==> config.mk <==
export PLATFORM = sky130hd
export DESIGN_NAME = keyboard_port
export DESIGN_NICKNAME = d
export VERILOG_FILES = /design/src/hdl/keyboard_port.sv
export SDC_FILE = /design/constraint.sdc
export NUM_CORES = 1
export LEC_CHECK = 0
export BUFFER_PORTS_ARGS = -buffer_cell sky130_fd_sc_hd__buf_4
export CAP_MARGIN = 0
export CELL_PAD_IN_SITES_DETAIL_PLACEMENT = 0
export CELL_PAD_IN_SITES_GLOBAL_PLACEMENT = 1
export CORE_MARGIN = 4
export CORE_UTILIZATION = 30
export CTS_CLUSTER_SIZE = 40
export DETAILED_ROUTE_END_ITERATION = 10
export PLACE_DENSITY = 0.68
export SYNTH_ARGS = -nofsm -noshare
export SYNTH_HDL_FRONTEND = slang
export SYNTH_SLANG_ARGS = --single-unit
==> constraint.sdc <==
create_clock -name CLOCK_50 -period 1.5 [get_ports CLOCK_50]
set_input_delay 0.3 -clock CLOCK_50 [delete_from_list [all_inputs] [get_ports CLOCK_50]]
set_output_delay 0.3 -clock CLOCK_50 [all_outputs]
set_load 0.05 [all_outputs]
==> src/hdl/keyboard_port.sv <==
`timescale 1ns/1ps
`default_nettype none

module keyboard_port (
    input  wire        CLOCK_50,
    input  wire        KEY0,
    input  logic [7:0] key_ascii,
    input  logic       key_pressed,
    input  logic       irq_ack,
    output logic [7:0] key_code,
    output logic       irq
);

    logic pressed_d;
    logic press_edge;

    // one cycle per new press
    assign press_edge = key_pressed && !pressed_d;

    always_ff @(posedge CLOCK_50 or negedge KEY0) begin
        if (!KEY0) begin
            pressed_d <= 1'b0;
            key_code  <= 8'd0;
            irq       <= 1'b0;
        end else begin
            pressed_d <= key_pressed;

            if (press_edge) begin
                key_code <= key_ascii;
            end

            // ack beats a press in the same cycle
            if (irq_ack) begin
                irq <= 1'b0;
            end else if (press_edge && key_ascii != 8'd0) begin
                irq <= 1'b1;
            end
        end
    end

endmodule

`default_nettype wire

* Yosys cells after proc, flatten, opt, wreduce, memory -nomap -nowiden
Cells that the tools add are included.
** Word-level totals
- Register bits after elaboration :: 10
- Input bits :: 12
- Output and inout port bits :: 9
- Logic and storage cells :: 10
** Cells by class
- Mux-type cells :: 2
- Reduce and logical (&&, ||, !) cells :: 5
** Operators by type and width (number)
- $reduce_bool 8->1 :: 1
- $logic_and 1x1->1 :: 2
- $mux 1 :: 2
- $reduce_bool 2->1 :: 1
- $logic_not 1->1 :: 1

* Longest topological paths before layout
- Word-level depth :: 5
- Mapped depth :: 4
- Gate-level depth less buffers :: 3

* Worst setup path after synthesis
Ideal clock, no wire load.
- Path kind :: flip-flop to flip-flop
- Start :: reg pressed_d
- End :: reg key_code[0]
- Arrival :: 887 ps
- Data required time :: 1375 ps
- Path slack :: 488 ps
- Cell stages (with the launch flop) :: 4
- Clock period less this slack :: 1012 ps
- Cells stage by stage :: dfrtp_1 > nand2b_4 > buf_6 > mux2_4
** On the way
- Cells in the longest elaborated chain, start to end :: 2
** Ends and longest elaborated chain
- from (decl) :: RTL line 14 : logic pressed_d;
- from (signal assigned) :: RTL line 26 : pressed_d <= key_pressed;
- $logic_not 1->1 :: RTL line 18 : assign press_edge = key_pressed && !pressed_d;
- $logic_and 1x1->1 :: RTL line 18
- to (signal assigned) :: RTL line 29 : key_code <= key_ascii;
- to (decl) :: RTL line 10 : output logic [7:0] key_code,
Every way passes these cells.
A chain may end at the register's enable or synchronous reset.

* Final worst setup path
- Start :: reg key_code[1]
- End :: out key_code[1]
No word-level cell between the ends.

==> impl_metrics.csv <==
group,metric,value,unit
run_status,status,"completed",
worst_setup_path,slowest_stage,"dfrtp_1",
floorplanning,die_y,45.5,µm
grt,grt_pass1_wl,1550,µm
power,p_leak,0.333,nW
synth,ys.flop_type,"dfrtp_1",
worst_hold_path,min_delay_path_depth,1,
worst_setup_path,r2r_end,"key_code[2]",
worst_setup_path,endpoint_kind,"output port",
drt,drt_iter0_drc,2,
worst_setup_path,cp-start-kind,"flop",
sta,rsz0062_at_grt,"false",
synth,synth-seq-cells,10,
floorplanning,die_w,45.5,µm
sta,fmax,869,MHz
clock_network,cts-root-buf,"clkbuf_4",
synth,syn-cell-area,423,µm²
clock_network,htree_num_levels,1,
clock_network,clock_latency,0.26,ns
grt,antenna_found_initial,0,
worst_hold_path,holdPathEnd,"pressed_d",
synth,synthTopCellsByArea,"dfrtp_1 59%, mux2_4 28%, nand2b_4 3.3%",
finish,register_area,250,µm²
synth,yosysTopAreaCell,"dfrtp_1",
power,ir_drop,0.000527,V
finish,multi_input_area,161,µm²
synth,synthTopCellsByCount,"10 x dfrtp_1, 8 x mux2_4, 2 x nor4_1",
synth,synthCells,24,
floorplanning,rows,13,
drt,wl_per_cell,14.3,µm
power,pwr_density_cell,1340,mW/mm²
sta,setup_violations,0,
sta,tns,0,ns
job,max_cap_violations,0,
place,port_buffers,20,
finish,drive_gt1_share,68.8,%
sta,slew_violations,0,
finish,nFillCells,108,
finish,n_antenna_cell,0,
synth,avgSynthCellArea,17.6,µm²
drt,first_pass_iters,4,
worst_setup_path,reg2reg_from,"pressed_d",
sta,period_share,76.7,%
grt,gr-usage-all-layers,10.8,%
sta,setup_slack,0.349,ns
floorplanning,ioPinCount,21,
place,gp_congestion,0.700,
clock_network,post_cts_resized,0,
synth,yosysUniqueCellTypes,7,
clock_network,path_clk_slew,0.07,ns
synth,synth-edff-count,0,
worst_setup_path,crit_buf_inv,1,
synth,ys_seq_area_share,59.2,%
sta,relSlewSlack,80.7,%
drt,ant_nets,0,
grt,grt.overflow.total,0,
synth,synth_nets,36,
synth,yosysMostFrequentCell,"dfrtp_1",
worst_setup_path,arrival,0.85,ns
grt,grt_pass1_vias,327,
worst_setup_path,ff2ff_setup_slack,0.48,ns
sta,skew,0.000308,ns
worst_setup_path,crit_type,"reg -> out",
sta,min_period,1.15,ns
worst_setup_path,r2r_cells,2,
worst_setup_path,crit_family,"flip-flops",
drt,drcViolationCount,0,
sta,worstMarginPinSlew,0.287,ns
finish,syn_to_final_growth,48.2,%
clock_network,cts_sinks,10,
worst_setup_path,crit_required,1.20,ns
floorplanning,core_area,0.00132,mm²
finish,fin_nets,61,
sta,hold_viol,0,
clock_network,cts_tree,"yes",
clock_network,cts_setup_buffers,0,
drt,finalWirelength,904,µm
floorplanning,initial_core_util,32.1,%
drt,via_count,284,
worst_setup_path,crit_chain,"buf_4",
worst_setup_path,critPathMaxStageDelay,0.39,ns
clock_network,cts_buffers,3,
floorplanning,die_area,0.00207,mm²
synth,async_reset_ff_share,100,%
drt,via_per_inst,4.51,
worst_hold_path,hp-class,"in -> reg",
grt,grt_max_degree,11,
synth,yosys_warnings,0,
place,place_ws,0.356,ns
worst_setup_path,crit_fanout,2,
synth,synth_top_area_share,59.2,%
worst_hold_path,hp-start,"key_pressed",
clock_network,clk_path_buf_depth,2,
-- layout make-up --
cell class	count	area share (%)
Sequential cell	10	39.9
Multi-Input combinational cell	13	25.7
Timing Repair Buffer	21	25.5
Clock buffer	4	5.79
Tap cell	15	2.99
-- worst max-delay path by stage --
| stage | from | to | cells past startpoint |
|---|---|---|---|
| floorplan | pressed_d | key_code[0] | 3 |
| global placement | key_ascii[7] | irq | 4 |
| detailed placement | key_ascii[7] | irq | 4 |
| CTS | key_code[5] | key_code[5] | 1 |
| global route | key_code[5] | key_code[5] | 1 |
| finish | key_code[1] | key_code[1] | 1 |
-- cell usage in the layout (no fill, tap or decap) --
cell type / instances
buf_4: 20
nor4_1: 2
dlygate4sd3_1: 1
a21oi_1: 1
nand2b_4: 1
clkbuf_8: 1
mux2_4: 8
dfrtp_1: 10
clkbuf_4: 3
o21ba_1: 1
-- registers in the layout (all words and copies together) (netlist names) --
name and count:
key_code 8, irq 1, pressed_d 1
-- layer usage --
layer	wire (µm)	track usage, %	vias to the layer above	part of all wire, %
met1	344	12.3	142	38
li1	-	-	134	-
met4	15	9.36	0	1.7
met2	513	16.4	6	57
met5	0	0	-	0
met3	31	2.77	2	3.4
-- logic make-up after synthesis --
group	Yosys count	synth area share [%]
buffers and inverters	1	2.66
multiplexers	8	28.4
flip-flops	10	59.2
AND/OR/NAND/NOR	3	6.21
AO/OA/AOI/OAI	2	3.55
-- power by group --
| group | internal (mW) | switching [mW] |
|---|---|---|
| clock network | 0.147 | 0.0940 |
| registers | 0.305 | 0.0208 |
| logic | 0.112 | 0.164 |
-- stage by stage --
| step | hold slack [ns] | utilization, % | total power [mW] | instance area (µm²) | instances |
|---|---|---|---|---|---|
| floorplan | 0.00441 | - | 0.510 | 423 | 24 |
| global placement | 0.131 | 44.1 | 0.601 | 581 | 58 |
| detailed placement | 0.134 | 44.1 | 0.605 | 581 | 58 |
| CTS | 0.166 | 47.6 | 0.849 | 627 | 63 |
| global route | 0.160 | 47.6 | 0.877 | 627 | 63 |
| finish | 0.171 | 47.6 | 0.842 | 627 | 63 |
-- what timing repair did --
item,in CTS,in global routing
hold buffers,1,0
hold endpoints to repair,10,0
setup endpoints to repair,0,0
Power figures use the tool's default switching activity.
