--- config.mk ---
export PLATFORM = sky130hd
export DESIGN_NAME = bus_fabric
export DESIGN_NICKNAME = d
export VERILOG_FILES = /design/src/hdl/soc_bus_pkg.sv /design/src/hdl/bus_fabric.sv
export SDC_FILE = /design/constraint.sdc
export NUM_CORES = 1
export LEC_CHECK = 0
export BUFFER_PORTS_ARGS = -buffer_cell sky130_fd_sc_hd__buf_2
export CORE_AREA = 2 2 139 141
export CTS_CLUSTER_SIZE = 24
export DETAILED_ROUTE_END_ITERATION = 16
export DIE_AREA = 0 0 141 143
export HOLD_SLACK_MARGIN = 0.02
export PLACE_DENSITY = 0.47
export SLEW_MARGIN = 15
export SYNTH_ARGS = -nofsm -noshare
export SYNTH_HDL_FRONTEND = slang
export SYNTH_SLANG_ARGS = --single-unit
export TNS_END_PERCENT = 1
--- constraint.sdc ---
create_clock -name CLOCK_50 -period 3.6 [get_ports CLOCK_50]
set_clock_uncertainty 0.1 [all_clocks]
set_input_delay 0.18 -clock CLOCK_50 [delete_from_list [all_inputs] [get_ports CLOCK_50]]
set_output_delay 0.18 -clock CLOCK_50 [all_outputs]
set_load 0.05 [all_outputs]
--- src/hdl/soc_bus_pkg.sv ---
`default_nettype none

package soc_bus_pkg;

    typedef logic [63:0] bus_addr_t;
    typedef logic [63:0] bus_data_t;

    // load/store type field as the core encodes it
    typedef logic [2:0] access_t;

    // stores reuse lb..ld as sb..sd
    localparam access_t ACC_LB  = 3'd0;
    localparam access_t ACC_LH  = 3'd1;
    localparam access_t ACC_LW  = 3'd2;
    localparam access_t ACC_LD  = 3'd3;
    localparam access_t ACC_LBU = 3'd4;
    localparam access_t ACC_LHU = 3'd5;
    localparam access_t ACC_LWU = 3'd6;

    typedef struct packed {
        bus_addr_t addr;
        bus_data_t wdata;
        access_t   size;
    } bus_req_t;

    typedef struct packed {
        logic       valid;
        logic [7:0] char;
    } console_t;

    // board address map
    localparam bus_addr_t RAM_BASE       = 64'h0000_1000;
    localparam bus_addr_t SD_BUF_BASE    = 64'h0000_8000;
    localparam bus_addr_t KEY_ADDR       = 64'h0000_9000;
    localparam bus_addr_t CONSOLE_ADDR   = 64'h0000_9008;
    localparam bus_addr_t SD_SECTOR_ADDR = 64'h0000_9010;
    localparam bus_addr_t SD_START_ADDR  = 64'h0000_9018;
    localparam bus_addr_t SD_READY_ADDR  = 64'h0000_9020;
    localparam bus_addr_t SD_AVAIL_ADDR  = 64'h0000_9028;

    localparam int SD_BUF_BYTES = 512;

endpackage

`default_nettype wire
--- src/hdl/bus_fabric.sv ---
`timescale 1ns/1ps
`default_nettype none

module bus_fabric import soc_bus_pkg::*; #(
    parameter int RAM_WORDS = 1024
) (
    input  wire        CLOCK_50,
    input  wire        KEY0,
    input  logic       rd_req,
    input  logic       wr_req,
    input  bus_req_t   req,
    input  logic       ram_rd_done,
    input  bus_data_t  ram_rd_data,
    input  logic       ram_wr_done,
    input  logic [7:0] key_code,
    input  bus_data_t  buf_data,
    input  logic       sd_avail,
    input  logic       sd_ready_q,
    output logic       rd_done,
    output bus_data_t  rd_data,
    output logic       wr_done,
    output logic       ram_rd,
    output logic       ram_wr,
    output logic       sector_wr,
    output logic       start_wr,
    output logic [8:0] buf_offset,
    output console_t   console
);

    localparam bus_addr_t RAM_END = RAM_BASE + bus_addr_t'(RAM_WORDS) * 64'd4;

    logic sel_ram, sel_buf, sel_key, sel_console;
    logic sel_sector, sel_start, sel_ready, sel_avail;

    bus_addr_t buf_off_full;
    bus_data_t rd_value;
    bus_data_t reg_rd_data;
    logic      reg_rd_done;
    logic      reg_wr_done;
    logic      con_valid;
    logic [7:0] con_char;

    // address decode
    assign sel_ram     = (req.addr >= RAM_BASE) && (req.addr < RAM_END);
    assign sel_buf     = (req.addr >= SD_BUF_BASE) &&
                         (req.addr < SD_BUF_BASE + bus_addr_t'(SD_BUF_BYTES));
    assign sel_key     = (req.addr == KEY_ADDR);
    assign sel_console = (req.addr == CONSOLE_ADDR);
    assign sel_sector  = (req.addr == SD_SECTOR_ADDR);
    assign sel_start   = (req.addr == SD_START_ADDR);
    assign sel_ready   = (req.addr == SD_READY_ADDR);
    assign sel_avail   = (req.addr == SD_AVAIL_ADDR);

    assign ram_rd       = rd_req && sel_ram;
    assign ram_wr       = wr_req && sel_ram;
    assign sector_wr    = wr_req && sel_sector;
    assign start_wr     = wr_req && sel_start;
    assign buf_off_full = req.addr - SD_BUF_BASE;
    assign buf_offset   = buf_off_full[8:0];

    // unmapped reads give zero
    always_comb begin
        if (sel_key)        rd_value = {56'd0, key_code};
        else if (sel_buf)   rd_value = buf_data;
        else if (sel_ready) rd_value = {63'd0, sd_ready_q};
        else if (sel_avail) rd_value = {63'd0, sd_avail};
        else                rd_value = '0;
    end

    always_ff @(posedge CLOCK_50) begin
        if (rd_req) begin
            reg_rd_data <= rd_value;
        end
        if (wr_req && sel_console) begin
            con_char <= req.wdata[7:0];
        end
    end

    always_ff @(posedge CLOCK_50 or negedge KEY0) begin
        if (!KEY0) begin
            reg_rd_done <= 1'b0;
            reg_wr_done <= 1'b0;
            con_valid   <= 1'b0;
        end else begin
            reg_rd_done <= rd_req && !sel_ram;
            reg_wr_done <= wr_req && !sel_ram;
            con_valid   <= wr_req && sel_console;
        end
    end

    assign console = '{valid: con_valid, char: con_char};

    // RAM answers pass straight through
    assign rd_done = reg_rd_done || ram_rd_done;
    assign wr_done = reg_wr_done || ram_wr_done;
    assign rd_data = ram_rd_done ? ram_rd_data : reg_rd_data;

endmodule

`default_nettype wire

* Word-level counts from Yosys, hierarchy flattened
Cells that the tools add are included.
** Storage, ports and cells
- Register bits :: 75
- Output and inout bits :: 88
- Word-level logic and storage cells :: 34
** Cells by class
- Add/sub/neg operators :: 1
- $lt $le $gt $ge :: 4
- Equal/unequal tests :: 6
- Muxes and demuxes :: 5
- Reduce and logical (&&, ||, !) cells :: 12
** Operators by type and width (count)
- 64-bit by 16-bit equality test with 1-bit output, second input constant :: 6
- 64-bit two-way mux :: 2
- 64-bit by 13-bit greater-or-equal comparator with 1-bit output, second input constant :: 1
- 64-bit by 16-bit greater-or-equal comparator with 1-bit output, second input constant :: 1
- 64-bit by 14-bit less-than comparator with 1-bit output, second input constant :: 1
- 64-bit by 16-bit less-than comparator with 1-bit output, second input constant :: 1
- 1-bit logical AND :: 9
- 9-bit by 1-bit subtractor with 9-bit output, second input constant :: 1
- 8-bit two-way mux :: 1
- 1-bit logical OR :: 2
- 1-bit two-way mux :: 2
- 1-bit logical NOT :: 1

* Logic depth before layout (Yosys ltp)
Gate-level depths: netlist (run 1).
- Depth after elaboration :: 5
- Mapped depth :: 6
- Gate-level depth less buffers :: 5

* Worst setup path before layout (run 1)
OpenSTA, ideal clock, no wires.
- Path type :: in2out
- Start point :: input port req[116] in the netlist's numbering
- End point :: output port start_wr
- Arrival :: 2071 ps
- Setup slack :: 1249 ps
- Stages on the path :: 6
- Path buffers :: 1
- Cells stage by stage :: nor4_1 -> nand4_1 -> nor4_4 -> clkbuf_1 -> nand4b_1 -> nor2_1
** Between the ends
- Longest elaborated chain between the ends :: 2
** RTL lines
- from (decl) :: RTL line bus_fabric.sv:11 : input bus_req_t req,
- 64-bit by 16-bit equality test with 1-bit output :: RTL line bus_fabric.sv:50 : assign sel_start = (req.addr == SD_START_ADDR);
- 1-bit logical AND :: RTL line bus_fabric.sv:57 : assign start_wr = wr_req && sel_start;
- to (decl) :: RTL line bus_fabric.sv:25 : output logic start_wr,
Every way passes these cells.

* Final worst setup path (run 1)
- Start point :: input port req[124] in the netlist's numbering
- End point :: output port ram_wr
** Between the ends
- Longest elaborated chain between the ends :: 3
** RTL lines
- 64-bit by 13-bit greater-or-equal comparator with 1-bit output / 64-bit by 14-bit less-than comparator with 1-bit output (equally long branches) :: RTL line bus_fabric.sv:44 : assign sel_ram = (req.addr >= RAM_BASE) && (req.addr < RAM_END);
- 1-bit logical AND (*) :: RTL line bus_fabric.sv:44
- 1-bit logical AND (*) :: RTL line bus_fabric.sv:55 : assign ram_wr = wr_req && sel_ram;
- to (decl) :: RTL line bus_fabric.sv:23 : output logic ram_wr,
Every way passes the cells marked *; elsewhere a longest branch is shown, timed or not.

==> results of run 1 <==
==> worst max-delay path by stage <==
stage                           endpoint  depth (start not counted)
after CTS                         ram_wr                          8
after global placement    reg_rd_data[4]                          7
after floorplan                 start_wr                          6
final                             ram_wr                          8
after global routing              ram_wr                          8
after detailed placement  reg_rd_data[3]                          7
==> cells in the final DEF, fill, tap and decap left out, types with 2 or more instances in the layout <==
| master | netlist | layout |
|---|---|---|
| nand3b_1 | 2 | 2 |
| buf_4 | 10 | 2 |
| inv_6 | 0 | 2 |
| a22o_1 | 7 | 7 |
| or2_2 | 2 | 2 |
| clkinv_1 | 0 | 2 |
| edfxtp_1 | 72 | 72 |
| dlygate4sd3_1 | 0 | 13 |
| bufinv_16 | 0 | 2 |
| nand4_1 | 2 | 2 |
| nand3_1 | 2 | 2 |
| nor2_1 | 5 | 5 |
| and2_1 | 7 | 6 |
| mux2_2 | 64 | 64 |
| dfrtp_1 | 3 | 3 |
| and3_1 | 57 | 57 |
| clkbuf_16 | 0 | 9 |
| nand2_1 | 4 | 4 |
| buf_12 | 0 | 2 |
| buf_2 | 0 | 303 |
| nor4_1 | 11 | 11 |
| nor4b_1 | 2 | 2 |
==> registers in the layout (all words and copies together), names as in the netlist <==
name	flops
reg_rd_data	64
con_char	8
reg_wr_done	1
reg_rd_done	1
con_valid	1
==> where the power goes <==
part	switching (uW)	internal (uW)
Clock	356	606
Combinational	337	193
Sequential	12.3	992
==> synth_stat cells (all sizes together) <==
cell type	n	area (um^2)
edfxtp	72	2160
mux2	64	721
and3	57	357
clkbuf	20	75.1
nor4	13	103
buf	10	75.1
and2	8	50.1
a22o	7	61.3
nor2	5	18.8
nand2	4	15.0
dfrtp	3	75.1
nor4b	3	41.3
nand3	2	10.0
nand3b	2	15.0
nand4	2	12.5
or2	2	12.5
a21oi	1	5.00
a22oi	1	7.51
inv	1	3.75
nand2b	1	6.26
nand4b	1	8.76
nor3	1	5.00
nor3b	1	7.51
o21ai	1	5.00
==> per-layer routing <==
metal | part of all wire [%] | up-vias | track usage, % | wire length, um
met5 | 0 | - | 0 | 0
met4 | 2.1 | 0 | 5.32 | 271
met3 | 7.1 | 18 | 3.29 | 911
met2 | 55 | 186 | 24.0 | 7040
met1 | 36 | 1648 | 12.0 | 4660
li1 | - | 1685 | - | -
==> metrics by stage <==
step                util [%]  cells  setup slack, ps
floorplan                  -    282             1250
global placement        30.0    793              896
detailed placement      30.0    793              856
CTS                     32.4    822              886
global route            32.4    823              694
finish                  32.4    823              942
==> cells by family (layout without fill, tap and decap cells) <==
logic type / after synthesis / in the layout / synth area share, %
flops: 75 / 75 / 58.1
compound gates: 10 / 10 / 2.05
mux: 64 / 64 / 18.7
simple gates: 102 / 102 / 17.2
buf+inv: 31 / 337 / 3.99
other cells: 0 / 1 / 0
==> layout make-up <==
type / count / area share [%]
flip-flops and latches: 75 / 37.2
diodes: 1 / 0.0416
well taps: 234 / 4.87
inverters: 1 / 0.0624
clock buffers: 9 / 3.74
multi-input cells: 176 / 24.3
repair buffers: 320 / 28.3
clock inverters: 7 / 1.50
==> flow_summary.ini, run 1 <==
[power]
peakVddDrop_mv = 0.196
p_total_uw = 2500
p_leak_uw = 0.00285
power_density_nw_per_um2 = 415

[routing]
drt_iter0_drc = 81
via_per_inst = 4.30
first_pass_iters = 5
wl_per_cell_um = 15.6
vias = 3537
postRouteAntennaNets = 0
drc = 0
wirelength_um = 12900

[run]
max_cap_viol_count = 0

[die]
die_height_um = 143
die_x_um = 141
row_count = 50
start_util_pct = 20.7
dieArea_um2 = 20200
core_area_um2 = 18600
ioPinCount = 363

[timing]
tightest_slew_ps = 817
hold_viol = 0
hold_ws_ps = 41.6
slew_violations = 0
grt_setup_unrepaired = false
fin_crit_sh_pct = 73.8
max_freq_ghz = 0.376
setup-tns-final_ps = 0
setup_viol = 0
fin_crit_ps = 2660
slew_headroom_pct = 45.5

[clocking]
cts_setup_buffers = 0
clk_pin_slew_ps = 60
htreeDepth = 3
tritoncts = yes
clock_sinks = 75
ctsHoldBuffers = 13
ctsRootBufferMaster = clkbuf_16
cts_max_path_buffers = 2
cts_buffers = 9
cts_resized = 0

[worst_setup_path]
critPathMaxFanout = 62
cp-start-kind = input port
path_common_cell = buf_2
cp_num_buf_inv = 3
crit_type = in -> out
crit_required_ps = 3320
setup.worst_path.end_class = output port
path_delay_family = simple AND/OR/NAND/NOR gates
cp.arrival_ps = 2380
slowest_stage = buf_4
crit_start = req[124]
cp_cell_sequence = buf_2 > nor4_1 > nand4_1 > nor4_4 > buf_4 > nor3b_1 > and2_1 > buf_2
max_stage_delay_ps = 530

[synthesis]
synth_seq_cells = 75
synth_sequential_area_ratio_pct = 58.1
yosysUniqueCellTypes = 28
synth_area_um2 = 3850
yosysWarnings = 0
synthCells = 282
synthesis.nets = 557
syn_area_per_cell_um2 = 13.7

[finish]
fillers = 1962
design_area_um2 = 6020
final_nets = 858
multiInputGateArea_um2 = 1460
seqCellArea_um2 = 2240
area_growth_pct = 56.2
drive_gt1_share_pct = 66.5

[global_route]
antenna_found_initial = 1
grtUsageTotal_pct = 12.2
grt_pass1_wl_um = 18600
grt_max_degree = 63
overflow = 0
grt_pass1_vias = 3714

[worst_hold_path]
hold_end = reg_rd_data[42]
hold_path.class = in -> reg
hold_start = buf_data[42]
hold_depth = 2

[placed_design]
io_buffers = 303
post_dp_cell_area_um2 = 5570
gp_congestion = 0.964
hpwl_um = 10000

[status]
status = finished clean
Power figures use the tool's default switching activity.
==> run 2: changes to the inputs <==
- CORE_AREA: 2 2 139 141 -> 2 2 141 143
- DIE_AREA: 0 0 141 143 -> 0 0 143 145
- PLACE_DENSITY: 0.47 -> 0.46
- clock period: 3.6 -> 2.6 ns (I/O delays scaled with it)
==> flow_summary.ini, run 2 (synthesis gave the netlist of run 1 again) <==
[status]
status = finished clean

[die]
die_x_um = 143
row_count = 51
core_area_um2 = 19200
start_util_pct = 20.1
die_height_um = 145
ioPinCount = 363
dieArea_um2 = 20700

[placed_design]
hpwl_um = 10300
io_buffers = 303
gp_congestion = 0.867

[worst_setup_path]
max_stage_delay_ps = 550
setup.worst_path.end_class = flop
path_delay_family = simple AND/OR/NAND/NOR gates
crit_start = req[114]
cp.depth = 8
endpoint = reg_rd_data[5]
crit_required_ps = 2700
cp_cell_sequence = buf_2 > nor4_1 > nand4_1 > nor4_4 > buf_4 > and2_0 > a22o_1 > dlygate4sd3_1
crit_type = in -> reg
critPathMaxFanout = 7
cp_num_buf_inv = 3
slowest_stage = dlygate4sd3_1
cp-start-kind = input port
cp.arrival_ps = 2460

[finish]
area_growth_pct = 75.2
final_common_cell = buf_2
largestRegisters = reg_rd_data (64), con_char (8)
top_register = reg_rd_data
final_cell_mix = buf_2, dlygate4sd3_1, edfxtp_1
antenna_cells = 0
drive_gt1_share_pct = 60.3
largest_reg_flops = 64
finalCoreUtilization_pct = 35.1
final_nets = 930

[clocking]
tritoncts = yes
htreeDepth = 3
ctsRootBufferMaster = clkbuf_16
clk_pin_slew_ps = 60
cts_buffers = 9
cts_max_path_buffers = 2
clock_sinks = 75

[routing]
via_per_inst = 4.04
wl_met2_um = 7280
first_pass_iters = 4
top_layer_used = met4
drt_iter0_drc = 75
drc = 0
routed-wl-met3_um = 949
postRouteAntennaNets = 0
wirelength_um = 13500
route.layer.met1.wl_um = 5120
wl_per_cell_um = 14.6
vias = 3733

[timing]
slew_violations = 0
fin_crit_ps = 2360
setup-tns-final_ps = 0
max_freq_ghz = 0.423
setup_viol = 0
hold_viol = 0
fin_crit_sh_pct = 90.8
tightest_slew_ps = 521
hold_ws_ps = 32.8
grt_setup_unrepaired = false
slew_headroom_pct = 64.8

[global_route]
grt_pass1_vias = 3897
grt_pass1_wl_um = 19700
grtUsageTotal_pct = 12.5
overflow = 0
grt_max_degree = 45
antenna_found_initial = 0

[power]
p_leak_uw = 0.00317
peakVddDrop_mv = 0.275
power_density_nw_per_um2 = 522

[run]
max_cap_viol_count = 0

[worst_hold_path]
hold_path.class = in -> async
## run 2: cell types whose count changed in the layout (fill, tap and decap cells not counted)
cell           delta
clkinv_4          +1
inv_6             -2
buf_12            -1
dlygate4sd3_1    +66
clkinv_1          -1
clkinvlp_4        +2
buf_4             +8
buf_2             -1
diode_2           -1
## run 2: metrics by stage
| stage | setup slack, ps | cells | cell area, um^2 | total power (uW) |
|---|---|---|---|---|
| finish | 238 | 925 | 6750 | 3520 |
| detailed placement | 280 | 829 | 5630 | 2140 |
| global route | 33.0 | 925 | 6750 | 3670 |
| global placement | 319 | 829 | 5630 | 2130 |
| floorplan | 349 | 282 | 3850 | 1860 |
| CTS | 114 | 924 | 6740 | 3580 |
## run 2: worst min-delay path by stage
stage / from / endpoint / slack, ps / cells past startpoint
finish: KEY0 / con_valid / 30 / 2
global route: KEY0 / con_valid / 20 / 2
CTS: KEY0 / con_valid / 20 / 2
detailed placement: KEY0 / con_valid / -170 / 1
global placement: KEY0 / con_valid / -180 / 1
floorplan: KEY0 / con_valid / -270 / 0
## run 2: what timing repair did
action / 4_1_cts / 5_1_grt
hold buffers: 79 / 0
endpoints found under the hold margin: 74 / 0
setup buffers: 0 / 1
setup endpoints to repair: 0 / 6
resized for setup: 0 / 0
## run 2: routing by layer
layer	track usage [%]	up-vias
met2	24.4	181
met1	12.7	1716
met4	3.12	0
li1	-	1829
met5	0	-
met3	3.76	7
## run 2: area by class of cell
class                      instances  area (um^2)
fill                            1962        12500
timing repair buffer             392         2400
sequential                        75         2240
multi-input combinational        176         1460
tap                              265          332
clock buffer                       9          225
clock inverter                     7         92.6
inverter                           1         3.75
## run 2: power breakdown
part	total, uW	internal [uW]	switching, uW
Clock	1330	836	493
Sequential	1390	1370	18.3
Combinational	803	324	479
Total	3520	2530	990
